$ cat src/source/uart_pkg.sv
`default_nettype none

package uart_pkg;

    typedef logic [7:0]  apb_addr_t;
    typedef logic [31:0] apb_data_t;
    typedef logic [7:0]  uart_byte_t;
    typedef logic [15:0] clk_div_t;

    // register map.
    localparam apb_addr_t CLK_DIV_ADDR = 8'h00;
    localparam apb_addr_t CONTROL_ADDR = 8'h04;
    localparam apb_addr_t STATUS_ADDR  = 8'h08;
    localparam apb_addr_t TX_DATA_ADDR = 8'h0C;
    localparam apb_addr_t RX_DATA_ADDR = 8'h10;

    localparam int CTRL_BITS        = 4;
    localparam int CTRL_TX_RESET    = 0; // active high, holds the path in reset.
    localparam int CTRL_RX_RESET    = 1;
    localparam int CTRL_PARITY_EVEN = 2;
    localparam int CTRL_PARITY_ODD  = 3;

    localparam int STAT_RX_EMPTY   = 0;
    localparam int STAT_TX_FULL    = 1;
    localparam int STAT_PARITY_ERR = 2; // sticky.

    localparam clk_div_t MIN_CLK_DIV = 16'd4;

endpackage

`default_nettype wire

$ cat src/source/uart_fifo.sv
`timescale 1ns/10ps
`default_nettype none

module uart_fifo
    import uart_pkg::*;
#(
    parameter int DEPTH = 16
) (
    input  logic       clk_i,
    input  logic       rstn_i,
    input  logic       push_i,
    input  uart_byte_t data_i,
    input  logic       pop_i,
    output uart_byte_t data_o,
    output logic       full_o,
    output logic       empty_o
);

    localparam int               PTR_W      = (DEPTH > 1) ? $clog2(DEPTH) : 1;
    localparam logic [PTR_W-1:0] LAST_PTR   = PTR_W'(DEPTH - 1);
    localparam logic [PTR_W:0]   FULL_COUNT = (PTR_W + 1)'(DEPTH);

    uart_byte_t       mem [DEPTH];
    logic [PTR_W-1:0] wr_ptr_q;
    logic [PTR_W-1:0] rd_ptr_q;
    logic [PTR_W:0]   count_q;
    logic             do_push;
    logic             do_pop;

    assign full_o  = (count_q == FULL_COUNT);
    assign empty_o = (count_q == '0);
    assign do_push = push_i & ~full_o; // dropped when full.
    assign do_pop  = pop_i & ~empty_o;

    always_ff @(posedge clk_i) begin
        if (do_push) begin
            mem[wr_ptr_q] <= data_i;
        end
    end

    assign data_o = mem[rd_ptr_q]; // head always visible.

    always_ff @(posedge clk_i) begin
        if (!rstn_i) begin
            wr_ptr_q <= '0;
            rd_ptr_q <= '0;
            count_q  <= '0;
        end else begin
            if (do_push) begin
                wr_ptr_q <= (wr_ptr_q == LAST_PTR) ? '0 : wr_ptr_q + 1'b1;
            end
            if (do_pop) begin
                rd_ptr_q <= (rd_ptr_q == LAST_PTR) ? '0 : rd_ptr_q + 1'b1;
            end
            case ({do_push, do_pop})
                2'b10:   count_q <= count_q + 1'b1;
                2'b01:   count_q <= count_q - 1'b1;
                default: count_q <= count_q;
            endcase
        end
    end

    a_count_bound: assert property (
        @(posedge clk_i) disable iff (!rstn_i)
        count_q <= FULL_COUNT
    );

endmodule

`default_nettype wire

$ cat src/source/uart_regs.sv
`timescale 1ns/10ps
`default_nettype none

module uart_regs
    import uart_pkg::*;
(
    input  logic       clk_i,
    input  logic       rstn_i,
    input  logic       psel_i,
    input  logic       penable_i,
    input  logic       pwrite_i,
    input  apb_addr_t  paddr_i,
    input  apb_data_t  pwdata_i,
    input  logic       tx_full_i,
    input  logic       rx_empty_i,
    input  uart_byte_t rx_data_i,
    input  logic       parity_err_i,
    output apb_data_t  prdata_o,
    output logic       pready_o,
    output logic       tx_push_o,
    output uart_byte_t tx_data_o,
    output logic       rx_pop_o,
    output clk_div_t   clk_div_o,
    output logic       parity_even_o,
    output logic       parity_odd_o,
    output logic       tx_rst_n_o,
    output logic       rx_rst_n_o
);

    logic                 wr_access;
    logic                 rd_access;
    logic [CTRL_BITS-1:0] ctrl_q;
    clk_div_t             clk_div_q;
    logic                 parity_err_q;
    apb_data_t            status;

    // decode the access phase only.
    assign wr_access = psel_i & penable_i & pwrite_i;
    assign rd_access = psel_i & penable_i & ~pwrite_i;
    assign pready_o  = 1'b1;

    always_ff @(posedge clk_i) begin
        if (!rstn_i) begin
            ctrl_q    <= '0;
            clk_div_q <= '0; // engines idle until programmed.
        end else if (wr_access) begin
            if (paddr_i == CLK_DIV_ADDR) begin
                clk_div_q <= pwdata_i[15:0];
            end
            if (paddr_i == CONTROL_ADDR) begin
                ctrl_q <= pwdata_i[CTRL_BITS-1:0];
            end
        end
    end

    assign clk_div_o     = clk_div_q;
    assign parity_even_o = ctrl_q[CTRL_PARITY_EVEN];
    assign parity_odd_o  = ctrl_q[CTRL_PARITY_ODD];

    // path resets are held low while the control bit is set.
    assign tx_rst_n_o = rstn_i & ~ctrl_q[CTRL_TX_RESET];
    assign rx_rst_n_o = rstn_i & ~ctrl_q[CTRL_RX_RESET];

    // byte goes into the tx fifo on the edge ending the access.
    assign tx_push_o = wr_access & (paddr_i == TX_DATA_ADDR);
    assign tx_data_o = pwdata_i[7:0];

    assign rx_pop_o = rd_access & (paddr_i == RX_DATA_ADDR) & ~rx_empty_i;

    // only the rx path reset clears the flag.
    always_ff @(posedge clk_i) begin
        if (!rx_rst_n_o) begin
            parity_err_q <= 1'b0;
        end else if (parity_err_i) begin
            parity_err_q <= 1'b1;
        end
    end

    always_comb begin
        status                  = '0;
        status[STAT_RX_EMPTY]   = rx_empty_i;
        status[STAT_TX_FULL]    = tx_full_i;
        status[STAT_PARITY_ERR] = parity_err_q;
    end

    always_comb begin
        prdata_o = '0;
        if (rd_access) begin
            case (paddr_i)
                CLK_DIV_ADDR: prdata_o = apb_data_t'(clk_div_q);
                CONTROL_ADDR: prdata_o = apb_data_t'(ctrl_q);
                STATUS_ADDR:  prdata_o = status;
                RX_DATA_ADDR: begin
                    if (!rx_empty_i) begin
                        prdata_o = apb_data_t'(rx_data_i);
                    end
                end
                default:      prdata_o = '0;
            endcase
        end
    end

    // a pop only ends a read that was set up on RX_DATA.
    a_pop_after_setup: assert property (
        @(posedge clk_i) disable iff (!rstn_i)
        rx_pop_o |-> $past(psel_i && !penable_i && !pwrite_i && paddr_i == RX_DATA_ADDR)
    );

endmodule

`default_nettype wire

$ cat src/source/uart_rx.sv
`timescale 1ns/10ps
`default_nettype none

module uart_rx
    import uart_pkg::*;
(
    input  logic       clk_i,
    input  logic       rstn_i,
    input  clk_div_t   clk_div_i,
    input  logic       parity_even_i,
    input  logic       parity_odd_i,
    input  logic       uart_rx_i,
    output logic       push_o,
    output uart_byte_t data_o,
    output logic       parity_err_o
);

    typedef enum logic [2:0] {
        RX_IDLE,
        RX_START,
        RX_DATA,
        RX_PARITY,
        RX_STOP
    } rx_state_t;

    rx_state_t  state_q;
    clk_div_t   cnt_q;
    clk_div_t   half_div;
    logic [2:0] bit_idx_q;
    uart_byte_t shift_q;
    logic       par_q;
    logic       bad_q;
    logic       rx_meta_q;
    logic       rx_sync_q;
    logic       rx_prev_q;
    logic       enable;
    logic       bit_end;
    logic       odd_mode;
    logic       push_q;
    logic       err_q;

    assign enable   = (clk_div_i >= MIN_CLK_DIV);
    assign half_div = clk_div_i >> 1;
    assign bit_end  = (cnt_q == clk_div_i - 1'b1);
    assign odd_mode = ~parity_even_i & parity_odd_i;

    // two-flop synchronizer plus edge history.
    always_ff @(posedge clk_i) begin
        if (!rstn_i) begin
            rx_meta_q <= 1'b1;
            rx_sync_q <= 1'b1;
            rx_prev_q <= 1'b1;
        end else begin
            rx_meta_q <= uart_rx_i;
            rx_sync_q <= rx_meta_q;
            rx_prev_q <= rx_sync_q;
        end
    end

    always_ff @(posedge clk_i) begin
        if (!rstn_i || !enable) begin
            state_q <= RX_IDLE;
            cnt_q   <= '0;
            push_q  <= 1'b0;
            err_q   <= 1'b0;
        end else begin
            push_q <= 1'b0;
            err_q  <= 1'b0;
            cnt_q  <= bit_end ? '0 : cnt_q + 1'b1;
            case (state_q)
                RX_IDLE: begin
                    cnt_q <= '0;
                    if (rx_prev_q && !rx_sync_q) begin
                        state_q <= RX_START;
                    end
                end
                RX_START: begin
                    // mid start bit, later samples one period apart.
                    if (cnt_q == half_div - 1'b1) begin
                        cnt_q   <= '0;
                        state_q <= rx_sync_q ? RX_IDLE : RX_DATA;
                    end
                end
                RX_DATA: begin
                    if (bit_end && bit_idx_q == 3'd7) begin
                        state_q <= (parity_even_i || parity_odd_i) ? RX_PARITY : RX_STOP;
                    end
                end
                RX_PARITY: if (bit_end) state_q <= RX_STOP;
                RX_STOP: begin
                    if (bit_end) begin
                        state_q <= RX_IDLE;
                        push_q  <= ~bad_q;
                        err_q   <= bad_q;
                    end
                end
                default: state_q <= RX_IDLE;
            endcase
        end
    end

    // payload assembly.
    always_ff @(posedge clk_i) begin
        if (state_q == RX_START) begin
            bit_idx_q <= '0;
            par_q     <= 1'b0;
            bad_q     <= 1'b0;
        end else if (bit_end && state_q == RX_DATA) begin
            shift_q   <= {rx_sync_q, shift_q[7:1]};
            par_q     <= par_q ^ rx_sync_q;
            bit_idx_q <= bit_idx_q + 1'b1;
        end else if (bit_end && state_q == RX_PARITY) begin
            bad_q <= rx_sync_q ^ par_q ^ odd_mode;
        end
    end

    assign push_o       = push_q;
    assign parity_err_o = err_q;
    assign data_o       = shift_q;

    a_push_xor_err: assert property (
        @(posedge clk_i) disable iff (!rstn_i)
        !(push_o && parity_err_o)
    );

endmodule

`default_nettype wire

$ cat src/source/uart_top.sv
`timescale 1ns/10ps
`default_nettype none

module uart_top
    import uart_pkg::*;
#(
    parameter int FIFO_DEPTH = 16
) (
    input  logic      clk_i,
    input  logic      rstn_i,
    input  logic      psel_i,
    input  logic      penable_i,
    input  logic      pwrite_i,
    input  apb_addr_t paddr_i,
    input  apb_data_t pwdata_i,
    input  logic      uart_rx_i,
    output apb_data_t prdata_o,
    output logic      pready_o,
    output logic      uart_tx_o
);

    logic       tx_push;
    uart_byte_t tx_data;
    logic       tx_full;
    logic       tx_empty;
    uart_byte_t tx_head;
    logic       tx_pop;
    logic       rx_push;
    uart_byte_t rx_byte;
    logic       rx_empty;
    uart_byte_t rx_head;
    logic       rx_pop;
    logic       parity_err;
    clk_div_t   clk_div;
    logic       parity_even;
    logic       parity_odd;
    logic       tx_rst_n;
    logic       rx_rst_n;

    uart_regs u_regs (
        .clk_i        (clk_i),
        .rstn_i       (rstn_i),
        .psel_i       (psel_i),
        .penable_i    (penable_i),
        .pwrite_i     (pwrite_i),
        .paddr_i      (paddr_i),
        .pwdata_i     (pwdata_i),
        .tx_full_i    (tx_full),
        .rx_empty_i   (rx_empty),
        .rx_data_i    (rx_head),
        .parity_err_i (parity_err),
        .prdata_o     (prdata_o),
        .pready_o     (pready_o),
        .tx_push_o    (tx_push),
        .tx_data_o    (tx_data),
        .rx_pop_o     (rx_pop),
        .clk_div_o    (clk_div),
        .parity_even_o(parity_even),
        .parity_odd_o (parity_odd),
        .tx_rst_n_o   (tx_rst_n),
        .rx_rst_n_o   (rx_rst_n)
    );

    uart_fifo #(.DEPTH(FIFO_DEPTH)) u_tx_fifo (
        .clk_i  (clk_i),
        .rstn_i (tx_rst_n),
        .push_i (tx_push),
        .data_i (tx_data),
        .pop_i  (tx_pop),
        .data_o (tx_head),
        .full_o (tx_full),
        .empty_o(tx_empty)
    );

    uart_tx u_tx (
        .clk_i        (clk_i),
        .rstn_i       (tx_rst_n),
        .clk_div_i    (clk_div),
        .parity_even_i(parity_even),
        .parity_odd_i (parity_odd),
        .fifo_empty_i (tx_empty),
        .fifo_data_i  (tx_head),
        .fifo_pop_o   (tx_pop),
        .uart_tx_o    (uart_tx_o)
    );

    uart_rx u_rx (
        .clk_i        (clk_i),
        .rstn_i       (rx_rst_n),
        .clk_div_i    (clk_div),
        .parity_even_i(parity_even),
        .parity_odd_i (parity_odd),
        .uart_rx_i    (uart_rx_i),
        .push_o       (rx_push),
        .data_o       (rx_byte),
        .parity_err_o (parity_err)
    );

    // full rx fifo drops incoming bytes inside the fifo.
    uart_fifo #(.DEPTH(FIFO_DEPTH)) u_rx_fifo (
        .clk_i  (clk_i),
        .rstn_i (rx_rst_n),
        .push_i (rx_push),
        .data_i (rx_byte),
        .pop_i  (rx_pop),
        .data_o (rx_head),
        .full_o (),
        .empty_o(rx_empty)
    );

endmodule

`default_nettype wire

$ cat src/source/uart_tx.sv
`timescale 1ns/10ps
`default_nettype none

module uart_tx
    import uart_pkg::*;
(
    input  logic       clk_i,
    input  logic       rstn_i,
    input  clk_div_t   clk_div_i,
    input  logic       parity_even_i,
    input  logic       parity_odd_i,
    input  logic       fifo_empty_i,
    input  uart_byte_t fifo_data_i,
    output logic       fifo_pop_o,
    output logic       uart_tx_o
);

    typedef enum logic [2:0] {
        TX_IDLE,
        TX_START,
        TX_DATA,
        TX_PARITY,
        TX_STOP
    } tx_state_t;

    tx_state_t  state_q;
    clk_div_t   cnt_q;
    logic [2:0] bit_idx_q;
    uart_byte_t shift_q;
    logic       par_q;
    logic       tx_q;
    logic       enable;
    logic       bit_end;
    logic       next_data;

    assign enable    = (clk_div_i >= MIN_CLK_DIV);
    assign bit_end   = (cnt_q == clk_div_i - 1'b1);
    assign next_data = bit_end & ((state_q == TX_START) |
                                  ((state_q == TX_DATA) & (bit_idx_q != 3'd7)));

    assign fifo_pop_o = (state_q == TX_IDLE) & enable & ~fifo_empty_i;
    assign uart_tx_o  = tx_q;

    always_ff @(posedge clk_i) begin
        if (!rstn_i || !enable) begin
            state_q <= TX_IDLE;
            cnt_q   <= '0;
            tx_q    <= 1'b1; // line idles high.
        end else begin
            cnt_q <= bit_end ? '0 : cnt_q + 1'b1;
            case (state_q)
                TX_IDLE: begin
                    cnt_q <= '0;
                    if (fifo_pop_o) begin
                        state_q <= TX_START;
                        tx_q    <= 1'b0;
                    end
                end
                TX_START: if (bit_end) state_q <= TX_DATA;
                TX_DATA: begin
                    if (bit_end && bit_idx_q == 3'd7) begin
                        if (parity_even_i || parity_odd_i) begin
                            state_q <= TX_PARITY;
                            tx_q    <= par_q ^ (~parity_even_i & parity_odd_i);
                        end else begin
                            state_q <= TX_STOP;
                            tx_q    <= 1'b1;
                        end
                    end
                end
                TX_PARITY: begin
                    if (bit_end) begin
                        state_q <= TX_STOP;
                        tx_q    <= 1'b1;
                    end
                end
                TX_STOP:  if (bit_end) state_q <= TX_IDLE;
                default:  state_q <= TX_IDLE;
            endcase
            if (next_data) begin
                tx_q <= shift_q[0]; // lsb first.
            end
        end
    end

    // shifter and running parity.
    always_ff @(posedge clk_i) begin
        if (fifo_pop_o) begin
            shift_q   <= fifo_data_i;
            par_q     <= 1'b0;
            bit_idx_q <= '0;
        end else if (next_data) begin
            shift_q <= shift_q >> 1;
            par_q   <= par_q ^ shift_q[0];
            if (state_q == TX_DATA) begin
                bit_idx_q <= bit_idx_q + 1'b1;
            end
        end
    end

    a_idle_high: assert property (
        @(posedge clk_i) disable iff (!rstn_i)
        (state_q == TX_IDLE) |-> uart_tx_o
    );

endmodule

`default_nettype wire

$ cat config.mk
export PLATFORM = sky130hd
export DESIGN_NAME = uart_top
export DESIGN_NICKNAME = d
export VERILOG_FILES = /design/src/source/uart_pkg.sv /design/src/source/uart_fifo.sv /design/src/source/uart_regs.sv /design/src/source/uart_rx.sv /design/src/source/uart_top.sv /design/src/source/uart_tx.sv
export SDC_FILE = /design/constraint.sdc
export NUM_CORES = 1
export LEC_CHECK = 0
export ABC_AREA = 1
export BUFFER_PORTS_ARGS = -buffer_cell sky130_fd_sc_hd__buf_2
export CORE_UTILIZATION = 67
export DETAILED_ROUTE_END_ITERATION = 12
export PLACE_DENSITY_LB_ADDON = 0.2
export SLEW_MARGIN = 10
export SYNTH_ARGS = -nofsm -noshare
export SYNTH_HDL_FRONTEND = slang
export SYNTH_SLANG_ARGS = --single-unit
$ cat constraint.sdc
create_clock -name clk_i -period 4.45 [get_ports clk_i]
set_clock_uncertainty 0.1 [all_clocks]
set_input_delay 0.2225 -clock clk_i [delete_from_list [all_inputs] [get_ports clk_i]]
set_output_delay 0.2225 -clock clk_i [all_outputs]
set_load 0.01 [all_outputs]
* After elaboration in Yosys (flattened, before gate mapping)
Memory sizes are Yosys's and may differ from the RTL's. A register that Yosys moved wholly into a read port is not among the register bits. Cells that the tools add are included.
Word-level totals: bits in registers 116, output and inout port bits 34, memories kept 2, bits of input ports 46, word-level logic and storage cells 192, RAM bits 256
Memory list:
- u_rx_fifo.mem | words 16, width 8, read ports 1, clocked after Yosys merged registers in 1, write ports 1, RTL line uart_fifo.sv:23 | uart_byte_t mem [DEPTH];
- u_tx_fifo.mem | words 16, width 8, read ports 1, clocked after Yosys merged registers in 1, write ports 1, RTL line uart_fifo.sv:23
Cells by class: order comparisons 1, bitwise operators 35, eq/ne operators 41, mux-type cells 42, $add $sub $neg 14, reductions and logical operators 31
Operators with widths (number):
- $pmux 32 s4 | 1
- $eq 16x16->1 | 3
- $mux 3 | 11
- $add 16x1->16 const B | 2
- $mux 16 | 2
- $mux 32 | 1
- $mux 4 | 8
- $pmux 16 s2 | 1
- $pmux 3 s5 | 2
- $mux 8 | 3
- $pmux 5 s2 | 2
- $ne 2x1->1 const B | 9
- $and 1x1->1 | 17
- $add 4x1->4 const B | 4
- $eq 4x4->1 const B | 4
- $eq 8x4->1 const B | 2
- $ge 16x3->1 const B | 1
- $sub 15x1->16 const B | 1
- $sub 16x1->16 const B | 1
- $not 1->1 | 13
- $eq 3x2->1 const B | 4
- $eq 3x3->1 const B | 4
- $add 5x1->5 const B | 2
- $eq 5x5->1 const B | 2
- other kinds (28) | 64

* Longest topological paths before layout
Gate-level depths: netlist of run 1.
depth in word-level cells 7, mapped depth 19, mapped depth without buffers 19

* Cells and area by module
From an unflattened synthesis of run 1, not the netlist that was laid out.
Unflattened totals: cells, all modules 2198, area, all modules 19364.8 um2
Modules (own cells, without submodules):
- uart_fifo (u_tx_fifo) | area an instance 6207.2 um2, seq. area each 4184.0 um2, instances 1, cells an instance 547
- uart_fifo (u_rx_fifo) | area an instance 6206.0 um2, seq. area each 4184.0 um2, instances 1, cells an instance 547
- uart_rx | area an instance 2940.3 um2, seq. area each 820.8 um2, instances 1, cells an instance 460
- uart_tx | area an instance 2532.4 um2, seq. area each 720.7 um2, instances 1, cells an instance 408
- uart_regs | area an instance 1478.9 um2, seq. area each 420.4 um2, instances 1, cells an instance 236

* Worst setup path before layout of run 1
No wires, ideal clock.
path kind flip-flop to flip-flop, start register u_regs.clk_div_q[8] (netlist: u_regs.clk_div_o[8]), end register u_tx_fifo.count_q[4], clock period less this slack 2.975 ns, path buffers 3, arrival 2.754 ns, cell stages (with the launch flop) 20, setup slack 1.475 ns, library setup time 0.121 ns, path through dfxtp_1 -> buf_4 -> nor2_4 -> nand2_1 -> nor2_1 -> nand2_1 -> nand3_1 -> inv_1 -> buf_2 -> buf_2 -> ha_1 -> ha_1 -> nand2_1 -> nand2_1 -> a31oi_1 -> inv_1 -> o21ai_0 -> a21oi_1 -> o21ai_0 -> a21oi_1
On the way: longest elaborated chain between the ends 6, elaborated cells between the ends (all ways) 8, those cells by class order compare (1); eq/ne (2); mux (1); bitwise (3); reduce/logical (1)
Ends and longest elaborated chain:
- from (decl) | RTL line uart_regs.sv:33 | clk_div_t clk_div_q;
- from (signal assigned) | RTL line uart_regs.sv:48 | clk_div_q <= pwdata_i[15:0];
- $ge 16x3->1 * | RTL line uart_tx.sv:36 | assign enable = (clk_div_i >= MIN_CLK_DIV);
- $and 1x1->1 * (2 in a row) | RTL line uart_tx.sv:41 | assign fifo_pop_o = (state_q == TX_IDLE) & enable & ~fifo_empty_i;
- $and 1x1->1 * | RTL line uart_fifo.sv:33 | assign do_pop = pop_i & ~empty_o;
- $eq 2x1->1 / $eq 2x2->1 (equally long branches) | RTL line uart_fifo.sv:55 | case ({do_push, do_pop})
- $pmux 5 s2 / $reduce_bool 2->1 (equally long branches)
- to (signal assigned) | RTL line uart_fifo.sv:56 | 2'b10: count_q <= count_q + 1'b1;
- to (signal assigned) | RTL line uart_fifo.sv:57 | 2'b01: count_q <= count_q - 1'b1;
- to (signal assigned) | RTL line uart_fifo.sv:58 | default: count_q <= count_q;
- to (decl) | RTL line uart_fifo.sv:26 | logic [PTR_W:0] count_q;
Every way passes the cells marked *; elsewhere a longest branch is shown, timed or not. A chain may end at the register's enable or synchronous reset.

==> impl_metrics.env, run 1 <==
export IMPL_cellLeakagePower_nw=7.49
export IMPL_holdCritPathClass="in -> reg"
export IMPL_cts_root_buf="clkbuf_16"
export IMPL_critPathLaunchType="flip-flop"
export IMPL_fin_crit_sh=0.801
export IMPL_rsz0062_at_grt="no"
export IMPL_layout_drive_gt1_share=0.0997
export IMPL_grt_pass1_wl_um=69900
export IMPL_antenna_found_initial=0
export IMPL_cts_buffer_depth=3
export IMPL_remaining_drc_errors=7
export IMPL_overflow=0
export IMPL_hold_start="pwdata_i[6]"
export IMPL_hold_path_end="u_tx_fifo.mem[7][6]$_DFFE_PP_"
export IMPL_cap_viol_max_count=0
export IMPL_cts_max_level=2
export IMPL_initial_core_util=0.688
export IMPL_place_gp_congestion=0.986
export IMPL_ys_seq_area_frac=0.573
export IMPL_dr_pass1_iters=10
export IMPL_ys_ff_latch=380
export IMPL_ios=80
export IMPL_p_per_area_nw_per_um2=359
export IMPL_synth_flop_cell="edfxtp_1"
export IMPL_synth_edf_count=272
export IMPL_area_growth_pct=9.66
export IMPL_setup_viol=0
export IMPL_synthCells=1897
export IMPL_ys_types=61
export IMPL_clock_sinks=380
export IMPL_clock_latency_ps=530
export IMPL_worstReg2RegEnd="u_tx_fifo.count_q[4]$_SDFFE_PN0P_"
export IMPL_via_per_inst=6.04
export IMPL_slew_headroom=0.351
export IMPL_peakVddDrop_uv=301
export IMPL_ys_async_sr_fraction=0
export IMPL_die_h_um=166
export IMPL_fmax_mhz=281
export IMPL_dieArea_um2=27600
export IMPL_worst_slew_pin_slew_ps=970
export IMPL_r2r_start="u_regs.clk_div_o[3]$_SDFFE_PN0P_"
export IMPL_wl_per_cell_um=19.2
export IMPL_ant_nets=0
export IMPL_yosysWarnings=0
export IMPL_hold_path_depth=1
export IMPL_fp_dieW_um=166
export IMPL_cts_clk_slew_worst_paths_ps=60
export IMPL_outcome="finished with violations"
export IMPL_io_buffers=46
export IMPL_grt_max_degree=65
export IMPL_path_class="reg -> out"
export IMPL_diodes=0
export IMPL_postLayoutCoreUtil=0.754
export IMPL_worstPathArrival_ps=3240
export IMPL_cp_max_fo=24
export IMPL_nNetsFinal=2009
export IMPL_fin_crit_ps=3560
export IMPL_grt_pass1_vias=13400
export IMPL_via_count=13900
export IMPL_slew_viol_final=0
export IMPL_r2r_cells=16
export IMPL_r2r_slack_ps=1010
export IMPL_fin_tns_setup_ps=0
export IMPL_violations="design-rule violations"
export IMPL_core_area_um2=26200
export IMPL_tritoncts="yes"
export IMPL_wirelength_um=44100
export IMPL_cts_buffers=39
export IMPL_hold_viol=0
export IMPL_grt_usage=0.324
export IMPL_dp_final_hpwl_um=29300
export IMPL_worstPathRequired_ps=4130
export IMPL_nFillCells=1774
export IMPL_cts_setup_buffers=0
export IMPL_end_kind="output pin"
export IMPL_num_rows=59
export IMPL_first_iter_violations=1651
export IMPL_synth_cell_area_um2=18000
export IMPL_synth_area_per_cell_um2=9.50
-- how the worst max path moves through the flow --
| stage | depth (start not counted) | endpoint | from | slack [ps] |
|---|---|---|---|---|
| final | 8 | prdata_o[5] | flip-flop | 890 |
| after global routing | 8 | prdata_o[3] | flip-flop | 700 |
| after CTS | 8 | prdata_o[3] | flip-flop | 940 |
| after detailed placement | 14 | u_rx.data_o[3]$_DFFE_PP_ | u_regs.clk_div_o[1]$_SDFFE_PN0P_ | 1240 |
| after global placement | 14 | u_rx.data_o[3]$_DFFE_PP_ | u_regs.clk_div_o[1]$_SDFFE_PN0P_ | 1320 |
| after floorplan | 19 | u_tx_fifo.count_q[4]$_SDFFE_PN0P_ | u_regs.clk_div_o[8]$_SDFFE_PN0P_ | 1470 |
-- where the power goes --
group	internal (W)	switching, W	leakage, nW
registers	0.00376	0.00000190	3.32
clock network	0.00191	0.00134	0.619
logic	0.0000250	0.0000654	3.55
total	0.00570	0.00141	7.49
-- synthesized netlist by cell type, types with 3 or more instances --
| master | instances | share of area |
|---|---|---|
| a211oi_1 | 6 | 0.0025 |
| a21oi_1 | 73 | 0.020 |
| a22oi_1 | 10 | 0.0042 |
| a31oi_1 | 12 | 0.0042 |
| buf_1 | 8 | 0.0017 |
| buf_2 | 3 | 0.00083 |
| buf_4 | 19 | 0.0079 |
| buf_6 | 4 | 0.0025 |
| clkbuf_1 | 51 | 0.011 |
| dfxtp_1 | 108 | 0.12 |
| edfxtp_1 | 272 | 0.45 |
| ha_1 | 26 | 0.018 |
| inv_1 | 164 | 0.034 |
| inv_2 | 9 | 0.0019 |
| mux2i_1 | 19 | 0.011 |
| nand2_1 | 331 | 0.069 |
| nand2_2 | 14 | 0.0049 |
| nand2_4 | 4 | 0.0025 |
| nand3_1 | 114 | 0.032 |
| nand3_2 | 8 | 0.0044 |
| nand3b_1 | 3 | 0.0012 |
| nand4_1 | 19 | 0.0066 |
| nor2_1 | 286 | 0.060 |
| nor2_2 | 18 | 0.0062 |
| nor2_4 | 9 | 0.0056 |
| nor3_1 | 38 | 0.011 |
| nor3_2 | 3 | 0.0017 |
| nor3b_1 | 8 | 0.0033 |
| nor4_1 | 9 | 0.0031 |
| o211ai_1 | 10 | 0.0042 |
| o21ai_0 | 114 | 0.032 |
| o21ai_1 | 3 | 0.00083 |
| o221ai_1 | 19 | 0.0092 |
| o22ai_1 | 6 | 0.0021 |
| o32ai_1 | 29 | 0.014 |
| or2_2 | 3 | 0.0010 |
| xnor2_1 | 9 | 0.0044 |
| xor2_1 | 26 | 0.013 |
-- per-stage QoR --
| step | worst slack [ps] | cell area, um2 | power [W] | hold slack [ps] | instances |
|---|---|---|---|---|---|
| after global placement | 1320 | 18400 | 0.00392 | 298 | 2219 |
| after CTS | 943 | 19800 | 0.00710 | 0.807 | 2301 |
| after floorplan | 1470 | 18100 | 0.00389 | 221 | 1912 |
| after detailed placement | 1240 | 18400 | 0.00392 | 300 | 2219 |
| final | 886 | 19800 | 0.00711 | 9.00 | 2301 |
| after global routing | 699 | 19800 | 0.00726 | 18.9 | 2301 |
-- flip-flops by register name, summed over array words and instances (netlist names), 4 cells and up, named ones only --
signal / cells
u_rx.cnt_q: 16
u_rx_fifo.rd_ptr_q: 4
u_tx.shift_q: 8
u_rx_fifo.count_q: 5
u_tx_fifo.wr_ptr_q: 4
u_rx_fifo.wr_ptr_q: 4
u_tx_fifo.rd_ptr_q: 4
u_regs.ctrl_q: 4
u_tx_fifo.count_q: 5
u_tx.cnt_q: 16
u_rx_fifo.mem: 128
u_regs.clk_div_o: 16
u_tx_fifo.mem: 128
u_rx.data_o: 8
-- cells in the final DEF (no fill, tap or decap), drive strengths merged, types with 11 or more instances in the layout --
cell type and instances:
a31oi 12, xor2 26, o211ai 11, inv 175
nand2 349, nor2 315, o21ai 118, buf 58
conb 17, dfxtp 108, o221ai 19, ha 26
a21oi 76, nand4 20, edfxtp 272, clkbuf 52
nor3 41, nand3 123, clkinv 15, mux2i 19
o32ai 29
-- per-layer routing --
| metal | global-route usage | routed length (um) |
|---|---|---|
| met5 | 0 | 0 |
| met4 | 0.163 | 2100 |
| met3 | 0.0469 | 3580 |
| met2 | 0.539 | 21100 |
| met1 | 0.419 | 17400 |
-- area by class of cell --
type | instances | area, um2 | share of cell area
clock inverters | 20 | 214 | 0.0108
flip-flops and latches | 380 | 10300 | 0.523
inverters | 175 | 657 | 0.0332
well taps | 335 | 419 | 0.0212
repair buffers | 68 | 420 | 0.0213
clock buffers | 52 | 1060 | 0.0534
multi-input cells | 1271 | 6670 | 0.337
-- worst max-delay path, stage by stage, from the launching register on --
cell and delay, ps:
dfxtp_1 930, inv_1 590, a21oi_1 300, a21oi_1 120
a22oi_1 240, nand2_1 90, nand3_1 130, a21oi_1 130
buf_2 190
-- what timing repair did --
item                                   4_1_cts  5_1_grt
endpoints found under the hold margin       21        0
hold buffers                                10        0
resized for setup                            0        0
-- cells by family after synthesis --
| group | count (synthesis) | synth area share |
|---|---|---|
| buf+inv | 261 | 0.0602 |
| xor+xnor | 35 | 0.0170 |
| mux | 19 | 0.0106 |
| simple gates | 877 | 0.218 |
| flops | 380 | 0.573 |
| other cells | 2 | 0.000417 |
| fa+ha+maj | 28 | 0.0203 |
| compound gates | 295 | 0.100 |
Power figures use the tool's default switching activity.
==> inputs of run 2 (changes only) <==
Settings changed: CORE_UTILIZATION 67 to 56.
Clock period 4.45 ns to 3 ns, I/O delays scaled along.
==> impl_metrics.env, run 2 (synthesized netlist as in run 1, its figures left out) <==
export IMPL_area_growth_pct=12.5
export IMPL_slowest_delay_ps=480
export IMPL_reg_top3="u_rx_fifo.mem (128), u_tx_fifo.mem (128)"
export IMPL_cp_max_fo=64
export IMPL_antenna_found_initial=0
export IMPL_gr_usage_met1=0.373
export IMPL_io_buffers=46
export IMPL_ios=80
export IMPL_cts_setup_buffers=0
export IMPL_via_count=13800
export IMPL_path_class="reg -> out"
export IMPL_dr_pass1_iters=5
export IMPL_clock_sinks=380
export IMPL_path_delay_family="compound AO/OA/AOI/OAI gates"
export IMPL_p_per_area_nw_per_um2=506
export IMPL_path_buf_inv=2
export IMPL_crit_cells=8
export IMPL_r2r_cells=14
export IMPL_worstPathRequired_ps=2750
export IMPL_mostFrequentLayoutCells="330 x nand2_1, 282 x nor2_1, 272 x edfxtp_1"
export IMPL_cts_root_buf="clkbuf_16"
export IMPL_grt_max_degree=65
export IMPL_worstReg2RegEnd="u_rx.data_o[7]$_DFFE_PP_"
export IMPL_die_h_um=181
export IMPL_end_kind="output pin"
export IMPL_met2_usage=0.466
export IMPL_cap_viol_max_count=0
export IMPL_r2r_slack_ps=210
export IMPL_fin_crit_ps=2850
export IMPL_initial_core_util=0.570
export IMPL_cts_buffers=39
export IMPL_busiest_layer="met2"
export IMPL_r2r_start="u_regs.clk_div_o[1]$_SDFFE_PN0P_"
export IMPL_stdcell_area_um2=20300
export IMPL_cts_buffer_depth=3
export IMPL_fin_tns_setup_ps=0
export IMPL_nNetsFinal=2066
export IMPL_place_gp_congestion=0.948
export IMPL_holdCritPathClass="in -> reg"
export IMPL_total_power_w=0.0103
export IMPL_slowest_stage="o32ai_1"
export IMPL_path_cells="buf_12, nor2_1, o32ai_1, o22ai_1, nand2_1, nand3_1, a41oi_1, buf_2"
export IMPL_holdWs_ps=32.2
export IMPL_tritoncts="yes"
export IMPL_num_rows=65
export IMPL_cts_max_level=2
export IMPL_grt_pass1_vias=13300
export IMPL_peakVddDrop_uv=444
export IMPL_worst_slew_pin_slew_ps=897
export IMPL_place_area_um2=18900
export IMPL_dp_final_hpwl_um=31600
export IMPL_rsz0062_at_grt="no"
export IMPL_fin_crit_sh=0.951
export IMPL_overflow=0
export IMPL_fp_dieW_um=181
export IMPL_remaining_drc_errors=0
export IMPL_worstPathArrival_ps=2600
export IMPL_postLayoutCoreUtil=0.641
export IMPL_met3_usage=0.0391
export IMPL_grt_usage=0.280
export IMPL_core_area_um2=31600
export IMPL_clock_latency_ps=540
export IMPL_dieArea_um2=32900
export IMPL_fmax_mhz=350
export IMPL_via_per_inst=5.71
export IMPL_setup_viol=0
export IMPL_cts_clk_slew_worst_paths_ps=60
export IMPL_outcome="complete, no violations"
export IMPL_endpoint="prdata_o[1]"
export IMPL_hold_viol=0
export IMPL_wirelength_um=45500
export IMPL_nFillCells=2551
export IMPL_grt_pass1_wl_um=71000
export IMPL_slew_headroom=0.400
export IMPL_cellLeakagePower_nw=7.73
export IMPL_diodes=0
export IMPL_slew_viol_final=0
export IMPL_ant_nets=0
export IMPL_final_common_cell="nand2_1"
export IMPL_critPathLaunchType="flip-flop"
export IMPL_layout_drive_gt1_share=0.123
export IMPL_first_iter_violations=1243
export IMPL_wl_per_cell_um=18.8
## run 2: what timing repair did
action                                  4_1_cts  5_1_grt
hold buffers                                 19        0
endpoints found under the hold margin       141        0
endpoints found under the setup margin        0       22
resized for setup                             0        9
## run 2: where the power goes
| part | leakage, nW | switching (W) | internal (W) |
|---|---|---|---|
| combinational | 3.85 | 0.0000989 | 0.0000466 |
| clock | 0.562 | 0.00201 | 0.00252 |
| sequential | 3.32 | 0.00000287 | 0.00558 |
## run 2: worst min-delay path, cell delays in order
cell and delay (ps):
buf_2 110, nand2_1 60, nor3_1 40, nand2_1 80
a311o_1 110, a21oi_1 60
## run 2: worst min-delay path by stage
stage                            from                       endpoint  slack (ps)  depth (start not counted)
final                      paddr_i[4]                      flip-flop          30                          6
after global routing       paddr_i[4]                      flip-flop         110                          5
after CTS                  paddr_i[4]                      flip-flop          20                          6
after detailed placement    uart_rx_i      u_rx.rx_meta_q$_SDFF_PN1_         240                          2
after global placement      uart_rx_i      u_rx.rx_meta_q$_SDFF_PN1_         240                          2
after floorplan           pwdata_i[0]  u_tx_fifo.mem[0][0]$_DFFE_PP_         150                          0
## run 2: metal layers
metal | wire length, um | share of wire
met1 | 19200 | 0.42
met3 | 3090 | 0.068
met5 | 0 | 0
met4 | 1550 | 0.034
met2 | 21600 | 0.48
## run 2: through the flow
step | worst slack (ps) | instances
final | 146 | 2420
after global routing | 0.684 | 2420
after CTS | 49.4 | 2419
after detailed placement | 122 | 2333
after global placement | 185 | 2333
after floorplan | 24.6 | 1912
## run 2: cell type report
cell class	instances	area [um2]	share of cell area
sequential	380	10300	0.510
tap	402	503	0.0248
multi-input combinational	1271	6680	0.330
timing repair inverter	1	5.00	0.000247
clock inverter	17	150	0.00740
timing repair buffer	124	913	0.0450
inverter	175	664	0.0328
clock buffer	50	1030	0.0506
==> inputs of run 3 (changes only) <==
Settings changed: CORE_UTILIZATION 56 to 67.
Clock period 3 ns to 3.45 ns, I/O delays scaled along.
==> impl_metrics.env, run 3 (synthesized netlist as in run 1, its figures left out) <==
export IMPL_outcome="finished with violations"
export IMPL_violations="design-rule violations"
export IMPL_wirelength_um=45000
export IMPL_layout_setup_ws_ps=251
export IMPL_stdcell_area_um2=20000
export IMPL_area_growth_pct=11.2
export IMPL_path_cells="buf_4, inv_1, a21oi_1, a21oi_1, a22oi_1, nand2_1, nand3_1, a21oi_1, buf_2"
export IMPL_worstPathRequired_ps=3180
export IMPL_rsz0062_at_grt="no"
export IMPL_wl_per_cell_um=19.3
export IMPL_place_area_um2=18600
export IMPL_slowest_stage="inv_1"
export IMPL_worstPathArrival_ps=2930
export IMPL_tritoncts="yes"
export IMPL_slowest_delay_ps=450
export IMPL_swShare=0.201
export IMPL_via_per_inst=6.01
export IMPL_cts_buffer_depth=3
export IMPL_fp_dieW_um=166
export IMPL_place_ws_ps=319
export IMPL_first_iter_violations=1585
export IMPL_setup_viol=0
export IMPL_seqPwrFrac=0.542
export IMPL_layout_drive_gt1_share=0.110
export IMPL_reg_top3="u_rx_fifo.mem (128), u_tx_fifo.mem (128)"
export IMPL_remaining_drc_errors=8
export IMPL_nFillCells=1742
export IMPL_cellLeakagePower_nw=7.65
export IMPL_via_count=14000
export IMPL_grt_pass1_vias=13600
export IMPL_fin_tns_setup_ps=0
export IMPL_cts_buffers=38
export IMPL_final_common_cell="nand2_1"
export IMPL_cts_clk_slew_worst_paths_ps=60
export IMPL_cts_root_buf="clkbuf_16"
export IMPL_cp_max_fo=45
export IMPL_fin_crit_sh=0.927
export IMPL_slew_viol_final=0
export IMPL_core_area_um2=26200
export IMPL_io_buffers=46
export IMPL_cts_max_level=2
export IMPL_dp_final_hpwl_um=30400
export IMPL_grt_max_degree=65
export IMPL_overflow=0
export IMPL_clock_sinks=380
export IMPL_mostFrequentLayoutCells="331 x nand2_1, 286 x nor2_1, 272 x edfxtp_1"
export IMPL_hold_viol=0
export IMPL_p_per_area_nw_per_um2=447
export IMPL_end_kind="output pin"
export IMPL_fin_crit_ps=3200
export IMPL_path_delay_family="buffers and inverters"
export IMPL_comb_power_share=0.014
export IMPL_grt_usage=0.330
export IMPL_fmax_mhz=313
export IMPL_seq_area_um2=10300
export IMPL_intPower_w=0.00716
export IMPL_die_h_um=166
export IMPL_peakVddDrop_uv=565
export IMPL_crit_path_frequent_cell="a21oi_1"
export IMPL_dieArea_um2=27600
export IMPL_cap_viol_max_count=0
export IMPL_slew_headroom=0.409
export IMPL_clock_power_share=0.444
export IMPL_diodes=0
export IMPL_multi_input_area_um2=6670
export IMPL_ios=80
export IMPL_nNetsFinal=2043
export IMPL_holdCritPathClass="in -> reg"
export IMPL_power_switching_w=0.00180
export IMPL_place_gp_congestion=0.928
export IMPL_grt_pass1_wl_um=71100
export IMPL_num_rows=59
export IMPL_ant_nets=0
export IMPL_path_class="reg -> out"
export IMPL_dr_pass1_iters=10
export IMPL_initial_core_util=0.688
export IMPL_critPathLaunchType="flip-flop"
export IMPL_path_buf_inv=3
export IMPL_clock_latency_ps=530
export IMPL_worst_slew_pin_slew_ps=878
export IMPL_cts_setup_buffers=0
export IMPL_antenna_found_initial=0
==> run 3: changes by cell type in the layout (fill, tap and decap cells not counted), sizes merged <==
cell / delta
buf: -28
dlygate4sd3: +7
clkinvlp: -3
inv: +3
clkbuf: +2
==> run 3: final timing paths <==
kind / startpoint / to / slack [ps] / cells after the start
worst max-delay path: flip-flop / prdata_o[0] / 250 / 9
worst min-delay path: paddr_i[4] / u_rx_fifo.rd_ptr_q[1]$_SDFFE_PN0P_ / 9 / 4
worst max register to register: u_regs.clk_div_o[1]$_SDFFE_PN0P_ / u_rx.data_o[2]$_DFFE_PP_ / 380 / 14
worst min register to register: u_rx.rx_meta_q$_SDFF_PN1_ / u_rx.rx_sync_q$_SDFF_PN1_ / 320 / 1
==> run 3: final cells by class <==
| class | instances | area share |
|---|---|---|
| inverter | 175 | 0.0330 |
| tap | 335 | 0.0209 |
| clock inverter | 18 | 0.00699 |
| clock buffer | 52 | 0.0531 |
| multi-input combinational | 1271 | 0.333 |
| sequential | 380 | 0.516 |
| timing repair buffer | 103 | 0.0380 |
==> run 3: per-stage QoR <==
stage	cells	utilization	total power (W)	hold slack [ps]
2_1_floorplan	1912	-	0.00501	171
3_3_place_gp	2238	0.709	0.00506	263
3_5_place_dp	2238	0.709	0.00506	264
4_1_cts	2334	0.765	0.00896	1.45
5_1_grt	2334	0.765	0.00915	35.4
6_report	2334	0.765	0.00896	9.35
==> run 3: what timing repair did <==
action                     in CTS  in global routing
hold endpoints to repair      147                  0
gates resized for setup         0                  1
setup endpoints to repair       0                  8
hold buffers                   26                  0
==> run 3: power by group through the flow <==
| stage | clock network, W | registers [W] | logic (W) |
|---|---|---|---|
| 6_report | 0.00398 | 0.00486 | 0.000124 |
| 5_1_grt | 0.00417 | 0.00486 | 0.000133 |
| 4_1_cts | 0.00398 | 0.00486 | 0.000121 |
| 3_5_place_dp | 0 | 0.00496 | 0.000105 |
| 3_3_place_gp | 0 | 0.00496 | 0.000101 |
| 2_1_floorplan | 0 | 0.00496 | 0.0000569 |
==> run 3: worst min-delay path: cells and delay by family <==
kind,cells,cell delay (ps)
AND/OR/NAND/NOR,3,300
buffers and inverters,1,110
==> run 3: routing by layer <==
| layer | vias up | wire length [um] | part of all wire | GRT usage |
|---|---|---|---|---|
| li1 | 6640 | - | - | - |
| met1 | 6584 | 17800 | 0.39 | 0.432 |
| met2 | 695 | 21800 | 0.49 | 0.557 |
| met3 | 115 | 3660 | 0.081 | 0.0408 |
| met4 | 0 | 1740 | 0.039 | 0.143 |
| met5 | - | 0 | 0 | 0 |
